[src/dmac_defs.svh]
// --------------------
// DMA controller shared widths, queue depths and register offsets
// --------------------
`ifndef DMAC_DEFS_SVH
`define DMAC_DEFS_SVH

// Datapath widths
`define DMAC_ADDR_W 32
`define DMAC_DATA_W 32
`define DMAC_REPS_W 16
`define DMAC_ID_W   28

// Queue depths
`define DMAC_QUEUE_DEPTH 4
`define DMAC_BURST_DEPTH 2

// Register map, byte offsets
`define DMAC_REG_OFF_W      8
`define DMAC_REG_SRC        8'h00
`define DMAC_REG_DST        8'h04
`define DMAC_REG_LEN        8'h08
`define DMAC_REG_SRC_STRIDE 8'h0C
`define DMAC_REG_DST_STRIDE 8'h10
`define DMAC_REG_REPS       8'h14
`define DMAC_REG_NEXT_ID    8'h18
`define DMAC_REG_DONE_ID    8'h1C

`endif

[src/dmac_pkg.sv]
// --------------------
// DMA controller request types
// --------------------
`include "dmac_defs.svh"

package dmac_pkg;

  // 2D job as launched through the register frontend
  typedef struct packed {
    logic [`DMAC_ADDR_W-1:0] src;
    logic [`DMAC_ADDR_W-1:0] dst;
    logic [`DMAC_ADDR_W-1:0] len;
    logic [`DMAC_ADDR_W-1:0] src_stride;
    logic [`DMAC_ADDR_W-1:0] dst_stride;
    logic [`DMAC_REPS_W-1:0] reps;
  } nd_req_t;

  // One row of a 2D job
  typedef struct packed {
    logic [`DMAC_ADDR_W-1:0] src;
    logic [`DMAC_ADDR_W-1:0] dst;
    logic [`DMAC_ADDR_W-1:0] len;
  } burst_req_t;

endpackage

[src/dmac_2d_midend.sv]
// --------------------
// 2D midend, splits a job into REPS row bursts and counts their completion
// --------------------
`timescale 1ns/10ps
`include "dmac_defs.svh"

module dmac_2d_midend (
  input  logic                 clk_i,
  input  logic                 rst_n_i,
  input  dmac_pkg::nd_req_t    nd_req_i,
  input  logic                 nd_valid_i,
  output logic                 nd_ready_o,
  output dmac_pkg::burst_req_t burst_o,
  output logic                 burst_valid_o,
  input  logic                 burst_ready_i,
  input  logic                 burst_done_i,
  output logic                 xfer_done_o,
  output logic                 busy_o
);

  dmac_pkg::nd_req_t       job_q;
  logic                    active_q;
  logic [`DMAC_ADDR_W-1:0] src_q, dst_q;
  logic [`DMAC_REPS_W-1:0] issue_cnt_q, done_cnt_q, done_cnt_nxt;
  logic                    nd_accept, burst_accept;

  assign nd_ready_o    = ~active_q;
  assign nd_accept     = nd_valid_i & nd_ready_o;
  assign burst_valid_o = active_q & (issue_cnt_q != job_q.reps);
  assign burst_accept  = burst_valid_o & burst_ready_i;
  assign burst_o       = '{src: src_q, dst: dst_q, len: job_q.len};
  assign done_cnt_nxt  = done_cnt_q + 1'b1;
  // Last row done frees the job in the same cycle
  assign xfer_done_o   = active_q & burst_done_i & (done_cnt_nxt == job_q.reps);
  assign busy_o        = active_q;

  always_ff @(posedge clk_i or negedge rst_n_i) begin
    if (!rst_n_i) begin
      active_q    <= 1'b0;
      issue_cnt_q <= '0;
      done_cnt_q  <= '0;
    end else begin
      if (nd_accept) begin
        active_q    <= 1'b1;
        issue_cnt_q <= '0;
        done_cnt_q  <= '0;
      end else begin
        if (burst_accept) begin
          issue_cnt_q <= issue_cnt_q + 1'b1;
        end
        if (xfer_done_o) begin
          active_q <= 1'b0;
        end else if (burst_done_i) begin
          done_cnt_q <= done_cnt_nxt;
        end
      end
    end
  end

  // Job and running row addresses
  always_ff @(posedge clk_i) begin
    if (nd_accept) begin
      job_q <= nd_req_i;
      src_q <= nd_req_i.src;
      dst_q <= nd_req_i.dst;
    end else if (burst_accept) begin
      src_q <= src_q + job_q.src_stride;
      dst_q <= dst_q + job_q.dst_stride;
    end
  end

endmodule

[src/dmac_copy_backend.sv]
// --------------------
// Copy backend, moves one burst word by word over the memory port
// --------------------
`timescale 1ns/10ps
`include "dmac_defs.svh"

module dmac_copy_backend (
  input  logic                    clk_i,
  input  logic                    rst_n_i,
  input  dmac_pkg::burst_req_t    burst_i,
  input  logic                    burst_valid_i,
  output logic                    burst_ready_o,
  output logic                    burst_done_o,
  output logic                    busy_o,
  output logic                    mem_req_o,
  output logic [`DMAC_ADDR_W-1:0] mem_addr_o,
  output logic                    mem_we_o,
  output logic [`DMAC_DATA_W-1:0] mem_wdata_o,
  input  logic                    mem_gnt_i,
  input  logic                    mem_rvalid_i,
  input  logic [`DMAC_DATA_W-1:0] mem_rdata_i
);

  localparam logic [`DMAC_ADDR_W-1:0] WORD_BYTES = `DMAC_ADDR_W'(`DMAC_DATA_W / 8);

  typedef enum logic [1:0] {
    ST_IDLE,
    ST_READ,
    ST_WAIT,
    ST_WRITE
  } state_e;

  state_e                  state_q;
  logic [`DMAC_ADDR_W-1:0] src_q, dst_q, rem_q;
  logic [`DMAC_DATA_W-1:0] data_q;
  logic                    burst_accept, write_gnt, last_word;

  assign burst_ready_o = (state_q == ST_IDLE);
  assign burst_accept  = burst_valid_i & burst_ready_o;
  assign busy_o        = (state_q != ST_IDLE);

  // Request and address held steady until granted
  assign mem_req_o   = (state_q == ST_READ) | (state_q == ST_WRITE);
  assign mem_we_o    = (state_q == ST_WRITE);
  assign mem_addr_o  = (state_q == ST_WRITE) ? dst_q : src_q;
  assign mem_wdata_o = data_q;

  assign write_gnt    = (state_q == ST_WRITE) & mem_gnt_i;
  assign last_word    = (rem_q == WORD_BYTES);
  assign burst_done_o = write_gnt & last_word;

  // --------------------
  // Word FSM
  // --------------------
  always_ff @(posedge clk_i or negedge rst_n_i) begin
    if (!rst_n_i) begin
      state_q <= ST_IDLE;
    end else begin
      case (state_q)
        ST_IDLE:  if (burst_accept) state_q <= ST_READ;
        ST_READ:  if (mem_gnt_i) state_q <= ST_WAIT;
        ST_WAIT:  if (mem_rvalid_i) state_q <= ST_WRITE;
        ST_WRITE: begin
          if (mem_gnt_i) begin
            state_q <= last_word ? ST_IDLE : ST_READ;
          end
        end
        default:  state_q <= ST_IDLE;
      endcase
    end
  end

  // Addresses, remaining bytes and the word in flight
  always_ff @(posedge clk_i) begin
    if (burst_accept) begin
      src_q <= burst_i.src;
      dst_q <= burst_i.dst;
      rem_q <= burst_i.len;
    end else if (write_gnt) begin
      src_q <= src_q + WORD_BYTES;
      dst_q <= dst_q + WORD_BYTES;
      rem_q <= rem_q - WORD_BYTES;
    end
    if (state_q == ST_WAIT && mem_rvalid_i) begin
      data_q <= mem_rdata_i;
    end
  end

endmodule

[src/dmac_reg_frontend.sv]
// --------------------
// AXI4-Lite register file of the DMA controller
// A read of NEXT_ID launches the configured transfer and returns its ID
// --------------------
`timescale 1ns/10ps
`include "dmac_defs.svh"

module dmac_reg_frontend (
  input  logic                    clk_i,
  input  logic                    rst_n_i,
  input  logic [`DMAC_ADDR_W-1:0] awaddr_i,
  input  logic                    awvalid_i,
  output logic                    awready_o,
  input  logic [`DMAC_DATA_W-1:0] wdata_i,
  input  logic                    wvalid_i,
  output logic                    wready_o,
  output logic [1:0]              bresp_o,
  output logic                    bvalid_o,
  input  logic                    bready_i,
  input  logic [`DMAC_ADDR_W-1:0] araddr_i,
  input  logic                    arvalid_i,
  output logic                    arready_o,
  output logic [`DMAC_DATA_W-1:0] rdata_o,
  output logic [1:0]              rresp_o,
  output logic                    rvalid_o,
  input  logic                    rready_i,
  output dmac_pkg::nd_req_t       req_o,
  output logic                    req_valid_o,
  input  logic                    req_ready_i,
  input  logic                    xfer_done_i
);

  localparam logic [1:0]  RESP_OKAY = 2'b00;
  localparam int unsigned ID_PAD    = `DMAC_DATA_W - `DMAC_ID_W;
  localparam int unsigned REPS_PAD  = `DMAC_DATA_W - `DMAC_REPS_W;

  logic [`DMAC_ADDR_W-1:0]    src_q, dst_q, len_q, src_stride_q, dst_stride_q;
  logic [`DMAC_REPS_W-1:0]    reps_q;
  logic [`DMAC_ID_W-1:0]      next_id_q, done_id_q, launch_id;
  logic                       bvalid_q, rvalid_q, launch_q;
  logic [`DMAC_DATA_W-1:0]    rdata_q, reg_rdata;
  logic                       wr_accept, rd_accept, launch_accept;
  logic [`DMAC_REG_OFF_W-1:0] wr_off, rd_off;

  assign wr_off        = awaddr_i[`DMAC_REG_OFF_W-1:0];
  assign rd_off        = araddr_i[`DMAC_REG_OFF_W-1:0];
  assign wr_accept     = awvalid_i & wvalid_i & ~bvalid_q;
  // No new read while a response or a launch is pending
  assign rd_accept     = arvalid_i & ~rvalid_q & ~launch_q;
  assign launch_accept = launch_q & req_ready_i;
  // IDs start at 1, so ID n is complete once DONE_ID reaches n
  assign launch_id     = next_id_q + 1'b1;

  assign awready_o   = wr_accept;
  assign wready_o    = wr_accept;
  assign bvalid_o    = bvalid_q;
  assign bresp_o     = RESP_OKAY;
  assign arready_o   = rd_accept;
  assign rvalid_o    = rvalid_q;
  assign rdata_o     = rdata_q;
  assign rresp_o     = RESP_OKAY;
  assign req_valid_o = launch_q;
  assign req_o       = '{src: src_q, dst: dst_q, len: len_q, src_stride: src_stride_q,
                         dst_stride: dst_stride_q, reps: reps_q};

  // --------------------
  // Write channel
  // --------------------
  always_ff @(posedge clk_i or negedge rst_n_i) begin
    if (!rst_n_i) begin
      bvalid_q     <= 1'b0;
      src_q        <= '0;
      dst_q        <= '0;
      len_q        <= '0;
      src_stride_q <= '0;
      dst_stride_q <= '0;
      reps_q       <= '0;
    end else begin
      if (bvalid_q && bready_i) begin
        bvalid_q <= 1'b0;
      end
      if (wr_accept) begin
        bvalid_q <= 1'b1;
        case (wr_off)
          `DMAC_REG_SRC:        src_q        <= wdata_i;
          `DMAC_REG_DST:        dst_q        <= wdata_i;
          `DMAC_REG_LEN:        len_q        <= wdata_i;
          `DMAC_REG_SRC_STRIDE: src_stride_q <= wdata_i;
          `DMAC_REG_DST_STRIDE: dst_stride_q <= wdata_i;
          `DMAC_REG_REPS:       reps_q       <= wdata_i[`DMAC_REPS_W-1:0];
          default: ;
        endcase
      end
    end
  end

  // --------------------
  // Read channel
  // --------------------
  always_comb begin
    case (rd_off)
      `DMAC_REG_SRC:        reg_rdata = src_q;
      `DMAC_REG_DST:        reg_rdata = dst_q;
      `DMAC_REG_LEN:        reg_rdata = len_q;
      `DMAC_REG_SRC_STRIDE: reg_rdata = src_stride_q;
      `DMAC_REG_DST_STRIDE: reg_rdata = dst_stride_q;
      `DMAC_REG_REPS:       reg_rdata = {{REPS_PAD{1'b0}}, reps_q};
      `DMAC_REG_DONE_ID:    reg_rdata = {{ID_PAD{1'b0}}, done_id_q};
      default:              reg_rdata = '0;
    endcase
  end

  always_ff @(posedge clk_i or negedge rst_n_i) begin
    if (!rst_n_i) begin
      rvalid_q  <= 1'b0;
      launch_q  <= 1'b0;
      next_id_q <= '0;
    end else begin
      if (rvalid_q && rready_i) begin
        rvalid_q <= 1'b0;
      end
      if (rd_accept) begin
        // NEXT_ID answers only once the queue has taken the job
        if (rd_off == `DMAC_REG_NEXT_ID) begin
          launch_q <= 1'b1;
        end else begin
          rvalid_q <= 1'b1;
        end
      end
      if (launch_accept) begin
        launch_q  <= 1'b0;
        rvalid_q  <= 1'b1;
        next_id_q <= launch_id;
      end
    end
  end

  always_ff @(posedge clk_i) begin
    if (launch_accept) begin
      rdata_q <= {{ID_PAD{1'b0}}, launch_id};
    end else if (rd_accept) begin
      rdata_q <= reg_rdata;
    end
  end

  // Completed transfers
  always_ff @(posedge clk_i or negedge rst_n_i) begin
    if (!rst_n_i) begin
      done_id_q <= '0;
    end else if (xfer_done_i) begin
      done_id_q <= done_id_q + 1'b1;
    end
  end

endmodule

[src/dmac_req_fifo.sv]
// --------------------
// Valid/ready request FIFO for any payload type
// --------------------
`timescale 1ns/10ps

module dmac_req_fifo #(
  parameter type         T     = logic,
  parameter int unsigned DEPTH = 2
) (
  input  logic clk_i,
  input  logic rst_n_i,
  input  T     data_i,
  input  logic valid_i,
  output logic ready_o,
  output T     data_o,
  output logic valid_o,
  input  logic ready_i,
  output logic empty_o
);

  localparam int unsigned PTR_W = (DEPTH > 1) ? $clog2(DEPTH) : 1;

  T                 mem_q [DEPTH];
  logic [PTR_W-1:0] wr_ptr_q, rd_ptr_q;
  logic [PTR_W:0]   count_q;
  logic             push, pop;

  assign ready_o = (count_q != (PTR_W+1)'(DEPTH));
  assign valid_o = (count_q != '0);
  assign empty_o = (count_q == '0);
  assign data_o  = mem_q[rd_ptr_q];
  assign push    = valid_i & ready_o;
  assign pop     = valid_o & ready_i;

  always_ff @(posedge clk_i or negedge rst_n_i) begin
    if (!rst_n_i) begin
      wr_ptr_q <= '0;
      rd_ptr_q <= '0;
      count_q  <= '0;
    end else begin
      if (push) begin
        wr_ptr_q <= (wr_ptr_q == PTR_W'(DEPTH-1)) ? '0 : wr_ptr_q + 1'b1;
      end
      if (pop) begin
        rd_ptr_q <= (rd_ptr_q == PTR_W'(DEPTH-1)) ? '0 : rd_ptr_q + 1'b1;
      end
      if (push && !pop) begin
        count_q <= count_q + 1'b1;
      end else if (pop && !push) begin
        count_q <= count_q - 1'b1;
      end
    end
  end

  // Storage
  always_ff @(posedge clk_i) begin
    if (push) begin
      mem_q[wr_ptr_q] <= data_i;
    end
  end

endmodule

[src/dmac_top.sv]
// --------------------
// 2D DMA controller top, frontend to queue to midend to backend
// --------------------
`timescale 1ns/10ps
`include "dmac_defs.svh"

module dmac_top (
  input  logic                    clk_i,
  input  logic                    rst_n_i,
  // AXI4-Lite register port
  input  logic [`DMAC_ADDR_W-1:0] awaddr_i,
  input  logic                    awvalid_i,
  output logic                    awready_o,
  input  logic [`DMAC_DATA_W-1:0] wdata_i,
  input  logic                    wvalid_i,
  output logic                    wready_o,
  output logic [1:0]              bresp_o,
  output logic                    bvalid_o,
  input  logic                    bready_i,
  input  logic [`DMAC_ADDR_W-1:0] araddr_i,
  input  logic                    arvalid_i,
  output logic                    arready_o,
  output logic [`DMAC_DATA_W-1:0] rdata_o,
  output logic [1:0]              rresp_o,
  output logic                    rvalid_o,
  input  logic                    rready_i,
  // Memory port
  output logic                    mem_req_o,
  output logic [`DMAC_ADDR_W-1:0] mem_addr_o,
  output logic                    mem_we_o,
  output logic [`DMAC_DATA_W-1:0] mem_wdata_o,
  input  logic                    mem_gnt_i,
  input  logic                    mem_rvalid_i,
  input  logic [`DMAC_DATA_W-1:0] mem_rdata_i,
  // Status
  output logic                    term_event_o,
  output logic                    busy_o
);

  dmac_pkg::nd_req_t    fe_req, nd_req;
  dmac_pkg::burst_req_t mid_burst, be_burst;
  logic fe_valid, fe_ready, nd_valid, nd_ready, nd_empty;
  logic mid_valid, mid_ready, be_valid, be_ready, burst_empty;
  logic burst_done, xfer_done, midend_busy, backend_busy;

  assign term_event_o = xfer_done;
  assign busy_o       = ~nd_empty | ~burst_empty | midend_busy | backend_busy;

  // --------------------
  // Frontend and global queue
  // --------------------
  dmac_reg_frontend u_frontend (
    .clk_i, .rst_n_i,
    .awaddr_i, .awvalid_i, .awready_o, .wdata_i, .wvalid_i, .wready_o,
    .bresp_o, .bvalid_o, .bready_i,
    .araddr_i, .arvalid_i, .arready_o, .rdata_o, .rresp_o, .rvalid_o, .rready_i,
    .req_o       (fe_req),
    .req_valid_o (fe_valid),
    .req_ready_i (fe_ready),
    .xfer_done_i (xfer_done)
  );

  dmac_req_fifo #(.T(dmac_pkg::nd_req_t), .DEPTH(`DMAC_QUEUE_DEPTH)) u_nd_queue (
    .clk_i, .rst_n_i,
    .data_i (fe_req), .valid_i (fe_valid), .ready_o (fe_ready),
    .data_o (nd_req), .valid_o (nd_valid), .ready_i (nd_ready),
    .empty_o (nd_empty)
  );

  // --------------------
  // Midend and backend
  // --------------------
  dmac_2d_midend u_midend (
    .clk_i, .rst_n_i,
    .nd_req_i (nd_req), .nd_valid_i (nd_valid), .nd_ready_o (nd_ready),
    .burst_o (mid_burst), .burst_valid_o (mid_valid), .burst_ready_i (mid_ready),
    .burst_done_i (burst_done),
    .xfer_done_o  (xfer_done),
    .busy_o       (midend_busy)
  );

  dmac_req_fifo #(.T(dmac_pkg::burst_req_t), .DEPTH(`DMAC_BURST_DEPTH)) u_burst_queue (
    .clk_i, .rst_n_i,
    .data_i (mid_burst), .valid_i (mid_valid), .ready_o (mid_ready),
    .data_o (be_burst), .valid_o (be_valid), .ready_i (be_ready),
    .empty_o (burst_empty)
  );

  dmac_copy_backend u_backend (
    .clk_i, .rst_n_i,
    .burst_i (be_burst), .burst_valid_i (be_valid), .burst_ready_o (be_ready),
    .burst_done_o (burst_done),
    .busy_o       (backend_busy),
    .mem_req_o, .mem_addr_o, .mem_we_o, .mem_wdata_o,
    .mem_gnt_i, .mem_rvalid_i, .mem_rdata_i
  );

endmodule

[config.mk]
export PLATFORM = sky130hd
export DESIGN_NAME = dmac_top
export DESIGN_NICKNAME = d
export VERILOG_FILES = /design/src/dmac_pkg.sv /design/src/dmac_2d_midend.sv /design/src/dmac_copy_backend.sv /design/src/dmac_reg_frontend.sv /design/src/dmac_req_fifo.sv /design/src/dmac_top.sv
export VERILOG_INCLUDE_DIRS = /design/src /design/src/src
export SDC_FILE = /design/constraint.sdc
export NUM_CORES = 2
export LEC_CHECK = 0
export BUFFER_PORTS_ARGS = -buffer_cell sky130_fd_sc_hd__buf_2
export CORE_MARGIN = 5
export CORE_UTILIZATION = 23
export DETAILED_ROUTE_END_ITERATION = 7
export GPL_ROUTABILITY_DRIVEN = 0
export PLACE_DENSITY_LB_ADDON = 0.2
export REMOVE_ABC_BUFFERS = 1
export SETUP_SLACK_MARGIN = 0.3
export SYNTH_ARGS = -nofsm -noshare
export SYNTH_HDL_FRONTEND = slang
export SYNTH_SLANG_ARGS = --single-unit
[constraint.sdc]
create_clock -name clk_i -period 17.8 [get_ports clk_i]
set_input_delay 1.78 -clock clk_i [delete_from_list [all_inputs] [get_ports clk_i]]
set_output_delay 1.78 -clock clk_i [all_outputs]
set_load 0.1 [all_outputs]
## Word-level counts from Yosys, hierarchy flattened

Memory sizes are Yosys's and may differ from the RTL's.
Cells that the tools add are included.

| cells by class | value |
|---|---|
| mux-type cells | 48 |
| add/sub/neg operators | 17 |
| reductions and logical operators | 37 |
| equal/unequal tests | 27 |
| bitwise gates (word level) | 23 |

Operators by type and width:

| cell | count |
|---|---|
| two-way mux 32 bit | 11 |
| one-hot mux 32 bit (7 select lines) | 1 |
| two-way mux 16 bit | 5 |
| adder 32 x 3 -> 32 bit, second input constant | 2 |
| adder 32 bit | 2 |
| adder 28 x 1 -> 28 bit, second input constant | 2 |
| two-way mux 28 bit | 2 |
| equality test 8 x 5 -> 1 bit, second input constant | 6 |
| adder 16 x 1 -> 16 bit, second input constant | 2 |
| equality test 32 x 3 -> 1 bit, second input constant | 1 |
| equality test 8 x 4 -> 1 bit, second input constant | 4 |
| subtractor 32 x 3 -> 32 bit, second input constant | 1 |
| nonzero test 2 bit | 11 |
| two-way mux 1 bit | 18 |
| equality test 16 bit | 1 |
| equality test 8 x 3 -> 1 bit, second input constant | 2 |
| zero test 8 bit | 2 |
| two-way mux 2 bit | 8 |
| != test 16 bit | 1 |
| AND reduction 2 bit | 8 |
| AND 1 bit | 13 |
| equality test 2 bit, second input constant | 4 |
| != test 2 bit, second input constant | 4 |
| one-hot mux 2 bit (4 select lines) | 1 |
| other kinds (17) | 40 |

| word-level totals | value |
|---|---|
| bits in registers | 617 |
| logic and storage cells | 187 |
| RAM bits | 896 |
| input port bits | 137 |
| memories kept | 2 |

Memory list:

| memory | words | width | read ports | clocked after memory_dff | wr ports | RTL line | source |
|---|---|---|---|---|---|---|---|
| u_nd_queue.mem_q | 4 | 176 | 1 | 0 | 1 | dmac_req_fifo.sv:23 | `T mem_q [DEPTH];` |
| u_burst_queue.mem_q | 2 | 96 | 1 | 0 | 1 | dmac_req_fifo.sv:23 |  |

## Depth between registers and ports, before layout

| depth | value |
|---|---|
| word-level depth | 7 |
| mapped depth | 12 |
| gate-level depth less buffers | 10 |

## By module

A second synthesis with hierarchy kept.

| unflattened totals | value |
|---|---|
| cells, all modules | 3990 |
| area, all modules | 64354.2 sq um |

Modules (own cells, without submodules):

| module | area an instance (sq um) | times used | cells each |
|---|---|---|---|
| dmac_req_fifo (u_nd_queue) | 25839.8 | 1 | 957 |
| dmac_reg_frontend | 12550.8 | 1 | 1002 |
| dmac_2d_midend | 11608.6 | 1 | 1046 |
| dmac_req_fifo (u_burst_queue) | 7243.2 | 1 | 318 |
| dmac_copy_backend | 7100.6 | 1 | 666 |
| dmac_top | 11.3 | 1 | 1 |

## Worst setup path after synthesis

No wires, ideal clock.

| path | value |
|---|---|
| kind | input-to-output |
| start | in mem_gnt_i |
| end | out term_event_o |
| stages | 6 |
| arrival | 5.584 ns |
| required time | 16.020 ns |
| setup slack | 10.436 ns |
| cell sequence | nand2_1 nor2b_1 clkbuf_1 inv_1 or3_1 nor4_1 |

| on the way | value |
|---|---|
| cells in the longest elaborated chain, start to end | 4 |

RTL lines:

| what | RTL line | source |
|---|---|---|
| start: declaration | dmac_top.sv:32 | `input logic mem_gnt_i,` |
| AND 1 bit | dmac_copy_backend.sv:48 | `assign write_gnt = (state_q == ST_WRITE) & mem_gnt_i;` |
| AND 1 bit | dmac_copy_backend.sv:50 | `assign burst_done_o = write_gnt & last_word;` |
| AND 1 bit (2 in a row) | dmac_2d_midend.sv:34 | `assign xfer_done_o = active_q & burst_done_i & (done_cnt_nxt == job_q.reps);` |
| end: declaration | dmac_top.sv:36 | `output logic term_event_o,` |

No other way between the ends.

## Final worst setup path

| path | value |
|---|---|
| start | reg u_backend.rem_q[18] |
| end | out term_event_o |

| on the way | value |
|---|---|
| cells in the longest elaborated chain, start to end | 4 |

RTL lines:

| what | RTL line | source |
|---|---|---|
| start: declaration | dmac_copy_backend.sv:34 | `` logic [`DMAC_ADDR_W-1:0] src_q, dst_q, rem_q; `` |
| start signal: assignment | dmac_copy_backend.sv:78 | `rem_q <= burst_i.len;` |
| start signal: assignment | dmac_copy_backend.sv:82 | `rem_q <= rem_q - WORD_BYTES;` |
| equality test 32 x 3 -> 1 bit | dmac_copy_backend.sv:49 | `assign last_word = (rem_q == WORD_BYTES);` |
| AND 1 bit | dmac_copy_backend.sv:50 |  |
| AND 1 bit (2 in a row) | dmac_2d_midend.sv:34 |  |

No other way between the ends.

==> results.json <==
{
  "required_ns": 16.02,
  "clkLatencyLatePin_ns": 0.82,
  "grt_max_degree": 124,
  "first_global_vias": 35300,
  "ff2ff_setup_slack_ns": 12.98,
  "worstMarginPinSlew_ns": 1.18,
  "layout.nets": 4372,
  "rows": 192,
  "die_w_microns": 533,
  "synth_cells": 3904,
  "post-cts-setup-buffers": 0,
  "worst_setup_path_start_kind": "flop",
  "hp-class": "reg2reg",
  "core_sq_um": 273000,
  "crit-reg2reg-launch": "u_backend.rem_q[18]$_DFFE_PP_",
  "synthArstFlopShare_pct": 18.6,
  "p_per_area_nw_per_um2": 146,
  "setup_viol": 0,
  "placed_cells": 7571,
  "max_cap_violations": 0,
  "rsz0062_at_grt": "false",
  "fillers": 27800,
  "drt_iter0_markers": 2158,
  "cts_hold_buf": 0,
  "via_per_inst": 4.40,
  "io_pins": 246,
  "drc": 0,
  "fin_setup_tns_ns": 0,
  "grt_antenna_before_repair": 27,
  "clk_pin_slew_worst_paths_ns": 0.06,
  "min_path_cells": 0,
  "layout-drive-gt1-share_pct": 22.0,
  "die_h_microns": 533,
  "dp_hpwl_microns": 117000,
  "p_seq_share_pct": 45.5,
  "crit_type": "reg2out",
  "cts_tree": "yes",
  "p_sw_share_pct": 32.7,
  "regToRegEndpoint": "u_frontend.done_id_q[17]$_DFFE_PN0P_",
  "cp-end-kind": "output port",
  "hold_viol_final": 0,
  "synth_top_cell_by_area": "edfxtp_1",
  "yosysUniqueCellTypes": 74,
  "setup_ws_ns": 11.19,
  "arrival_ns": 4.83,
  "synth.yosys.seq_area_share_pct": 69.9,
  "status": "finished clean",
  "synth_area_leaders": "edfxtp_1, dfrtp_1, mux4_2",
  "detail-route-antenna-nets": 0,
  "synth-warning-count": 0,
  "ys_ff_latch": 1513,
  "cts_buffer_depth": 3,
  "p_sw_uw": 3520,
  "fin_util_pct": 27.0,
  "grt_pass1_wl_microns": 262000,
  "period_share_pct": 37.1,
  "combPwrFrac_pct": 22.6,
  "route.vias.total": 34800,
  "fin_skew_ns": 0.0249,
  "final_cell_count_no_fill": 7895,
  "pwr-share-clk_pct": 31.9,
  "finalWirelength_microns": 183000,
  "routedWlPerCell_microns": 23.2,
  "pre_cts_ws_ns": 12.02,
  "synth_edf_count": 1228,
  "track_usage_pct": 12.6,
  "min_from": "u_midend.burst_o[29]$_DFFE_PP_",
  "htreeDepth": 4,
  "grt.overflow.total": 0,
  "dieArea_sq_um": 284000,
  "start_util_pct": 23.1,
  "first_pass_iters": 7,
  "p_leak_uw": 0.0246,
  "drv_slew": 0,
  "ys.flop_type": "edfxtp_1",
  "relSlewSlack_pct": 21.0,
  "cts_buffers": 166,
  "syn-cell-area_sq_um": 62900,
  "p_int_uw": 7230,
  "whs_ns": 0.444,
  "clock_sinks": 1513,
  "syn2layout_area_growth_pct": 17.3,
  "ff2ff_path_depth": 9,
  "cts_root_buf": "clkbuf_16",
  "layout_min_cycle_time_ns": 6.61,
  "ir_drop_mv": 0.129,
  "synth_top_area_share_pct": 58.6,
  "cts_resized": 0,
  "port_buffers": 193,
  "postSynthAreaPerCell_sq_um": 16.1,
  "fmax_mhz": 151,
  "holdPathEnd": "u_burst_queue.mem_q[0][29]$_DFFE_PP_",
  "critPathMaxFanout": 18
}
-- per-stage QoR --
step | total power (uW) | area [sq um]
floorplan | 6760 | 62200
global placement | 7430 | 68300
detailed placement | 7450 | 68300
CTS | 10900 | 73700
global route | 11300 | 73800
finish | 10800 | 73800
-- final cells by class --
type	count	area [sq um]	share of cell area, %
clock inverters	86	806	1.09
flip-flops and latches	1513	44000	59.6
diodes	12	30.0	0.0407
repair buffers	256	1490	2.01
well taps	3589	4490	6.09
clock buffers	226	4600	6.24
multi-input cells	2157	18100	24.6
inverters	56	218	0.295
-- worst max path at each step --
stage / slack [ns] / start / endpoint / cells after the start
2_1_floorplan: 0.88 / u_burst_queue.count_q[0]$_DFFE_PN0P_ / u_backend.dst_q[10]$_DFFE_PP_ / 2
3_3_place_gp: 12.03 / mem_gnt_i / term_event_o / 8
3_5_place_dp: 12.02 / mem_gnt_i / term_event_o / 8
4_1_cts: 11.14 / u_backend.rem_q[18]$_DFFE_PP_ / term_event_o / 9
5_1_grt: 10.89 / u_backend.rem_q[13]$_DFFE_PP_ / term_event_o / 9
6_report: 11.19 / u_backend.rem_q[18]$_DFFE_PP_ / term_event_o / 9
-- cells in the final DEF (no fill, tap or decap), drive strengths merged, types with 33 or more instances in the layout --
cell type / n
edfxtp: 1228
xnor2: 153
mux2: 207
a211oi: 75
xor2: 114
ha: 82
nor3: 49
a21oi: 157
and3: 40
mux2i: 40
a22oi: 33
buf: 256
nand3: 71
clkinv: 62
inv: 66
o21ai: 126
nor2: 173
clkbuf: 226
nand2: 219
nor2b: 69
nand4: 40
dfrtp: 281
mux4: 184
-- power by group through the flow --
stage               registers, uW  logic (uW)  clock network [uW]
detailed placement           4970        2480                   0
global route                 4960        2670                3690
finish                       4890        2430                3430
CTS                          4900        2490                3550
floorplan                    5010        1760                   0
global placement             4960        2470                   0
-- synth_stat cells, drive strengths merged (22+ instances only) --
cell and count:
edfxtp 1228, dfrtp 281, nand2 219, mux2 207, mux4 184, nor2 173, a21oi 157, xnor2 153
o21ai 126, clkbuf 121, xor2 114, ha 82, a211oi 75, nand3 71, nor2b 69, buf 60
inv 54, nor3 49, and3 40, mux2i 40, nand4 40, a22oi 33, a21o 32, nor4 24
o31ai 22
-- critical path, stage by stage, from the launching register on --
cell	delay [ns]
edfxtp_1	0.45
or4_4	0.57
or4_4	0.52
nor4_1	0.41
nor2b_1	0.20
buf_4	0.33
inv_1	0.06
or3_1	0.37
nor4_1	0.56
buf_2	0.54
-- sequential cells by signal, indices dropped and copies added (netlist names), 3 cells and up --
register / count
u_nd_queue.mem_q: 704
u_midend.burst_o: 32
u_frontend.done_id_q: 28
u_midend.done_cnt_q: 16
u_nd_queue.count_q: 3
u_frontend.src_stride_q: 32
u_backend.rem_q: 32
u_frontend.rdata_o: 32
u_frontend.reps_q: 16
u_backend.dst_q: 32
u_frontend.len_q: 32
u_frontend.dst_stride_q: 32
u_midend.issue_cnt_q: 16
u_midend.dst_q: 32
u_frontend.src_q: 32
u_frontend.dst_q: 32
u_midend.job_q: 80
u_frontend.next_id_q: 28
u_midend.src_q: 32
u_burst_queue.mem_q: 192
u_backend.src_q: 32
u_backend.mem_wdata_o: 32
-- metal layers --
| metal | vias up | wire length [microns] | global-route usage (%) |
|---|---|---|---|
| li1 | 15700 | - | - |
| met4 | 12 | 4670 | 3.81 |
| met3 | 267 | 6970 | 1.99 |
| met2 | 662 | 84600 | 19.9 |
| met5 | - | 74 | 0 |
| met1 | 18100 | 86600 | 17.7 |
-- cell families (layout without fill, tap and decap cells) --
family	Yosys count	in the layout	synth area share, %
flip-flops	1513	1513	69.9
AND/OR/NAND/NOR	770	770	6.03
AO/OA/AOI/OAI	600	600	6.19
multiplexers	431	431	10.9
XOR/XNOR	267	267	3.72
buffers and inverters	237	624	1.48
adder cells (fa/ha/maj)	85	85	1.73
other	1	16	0.00596
Note: power is estimated with default switching activity, not from simulation.
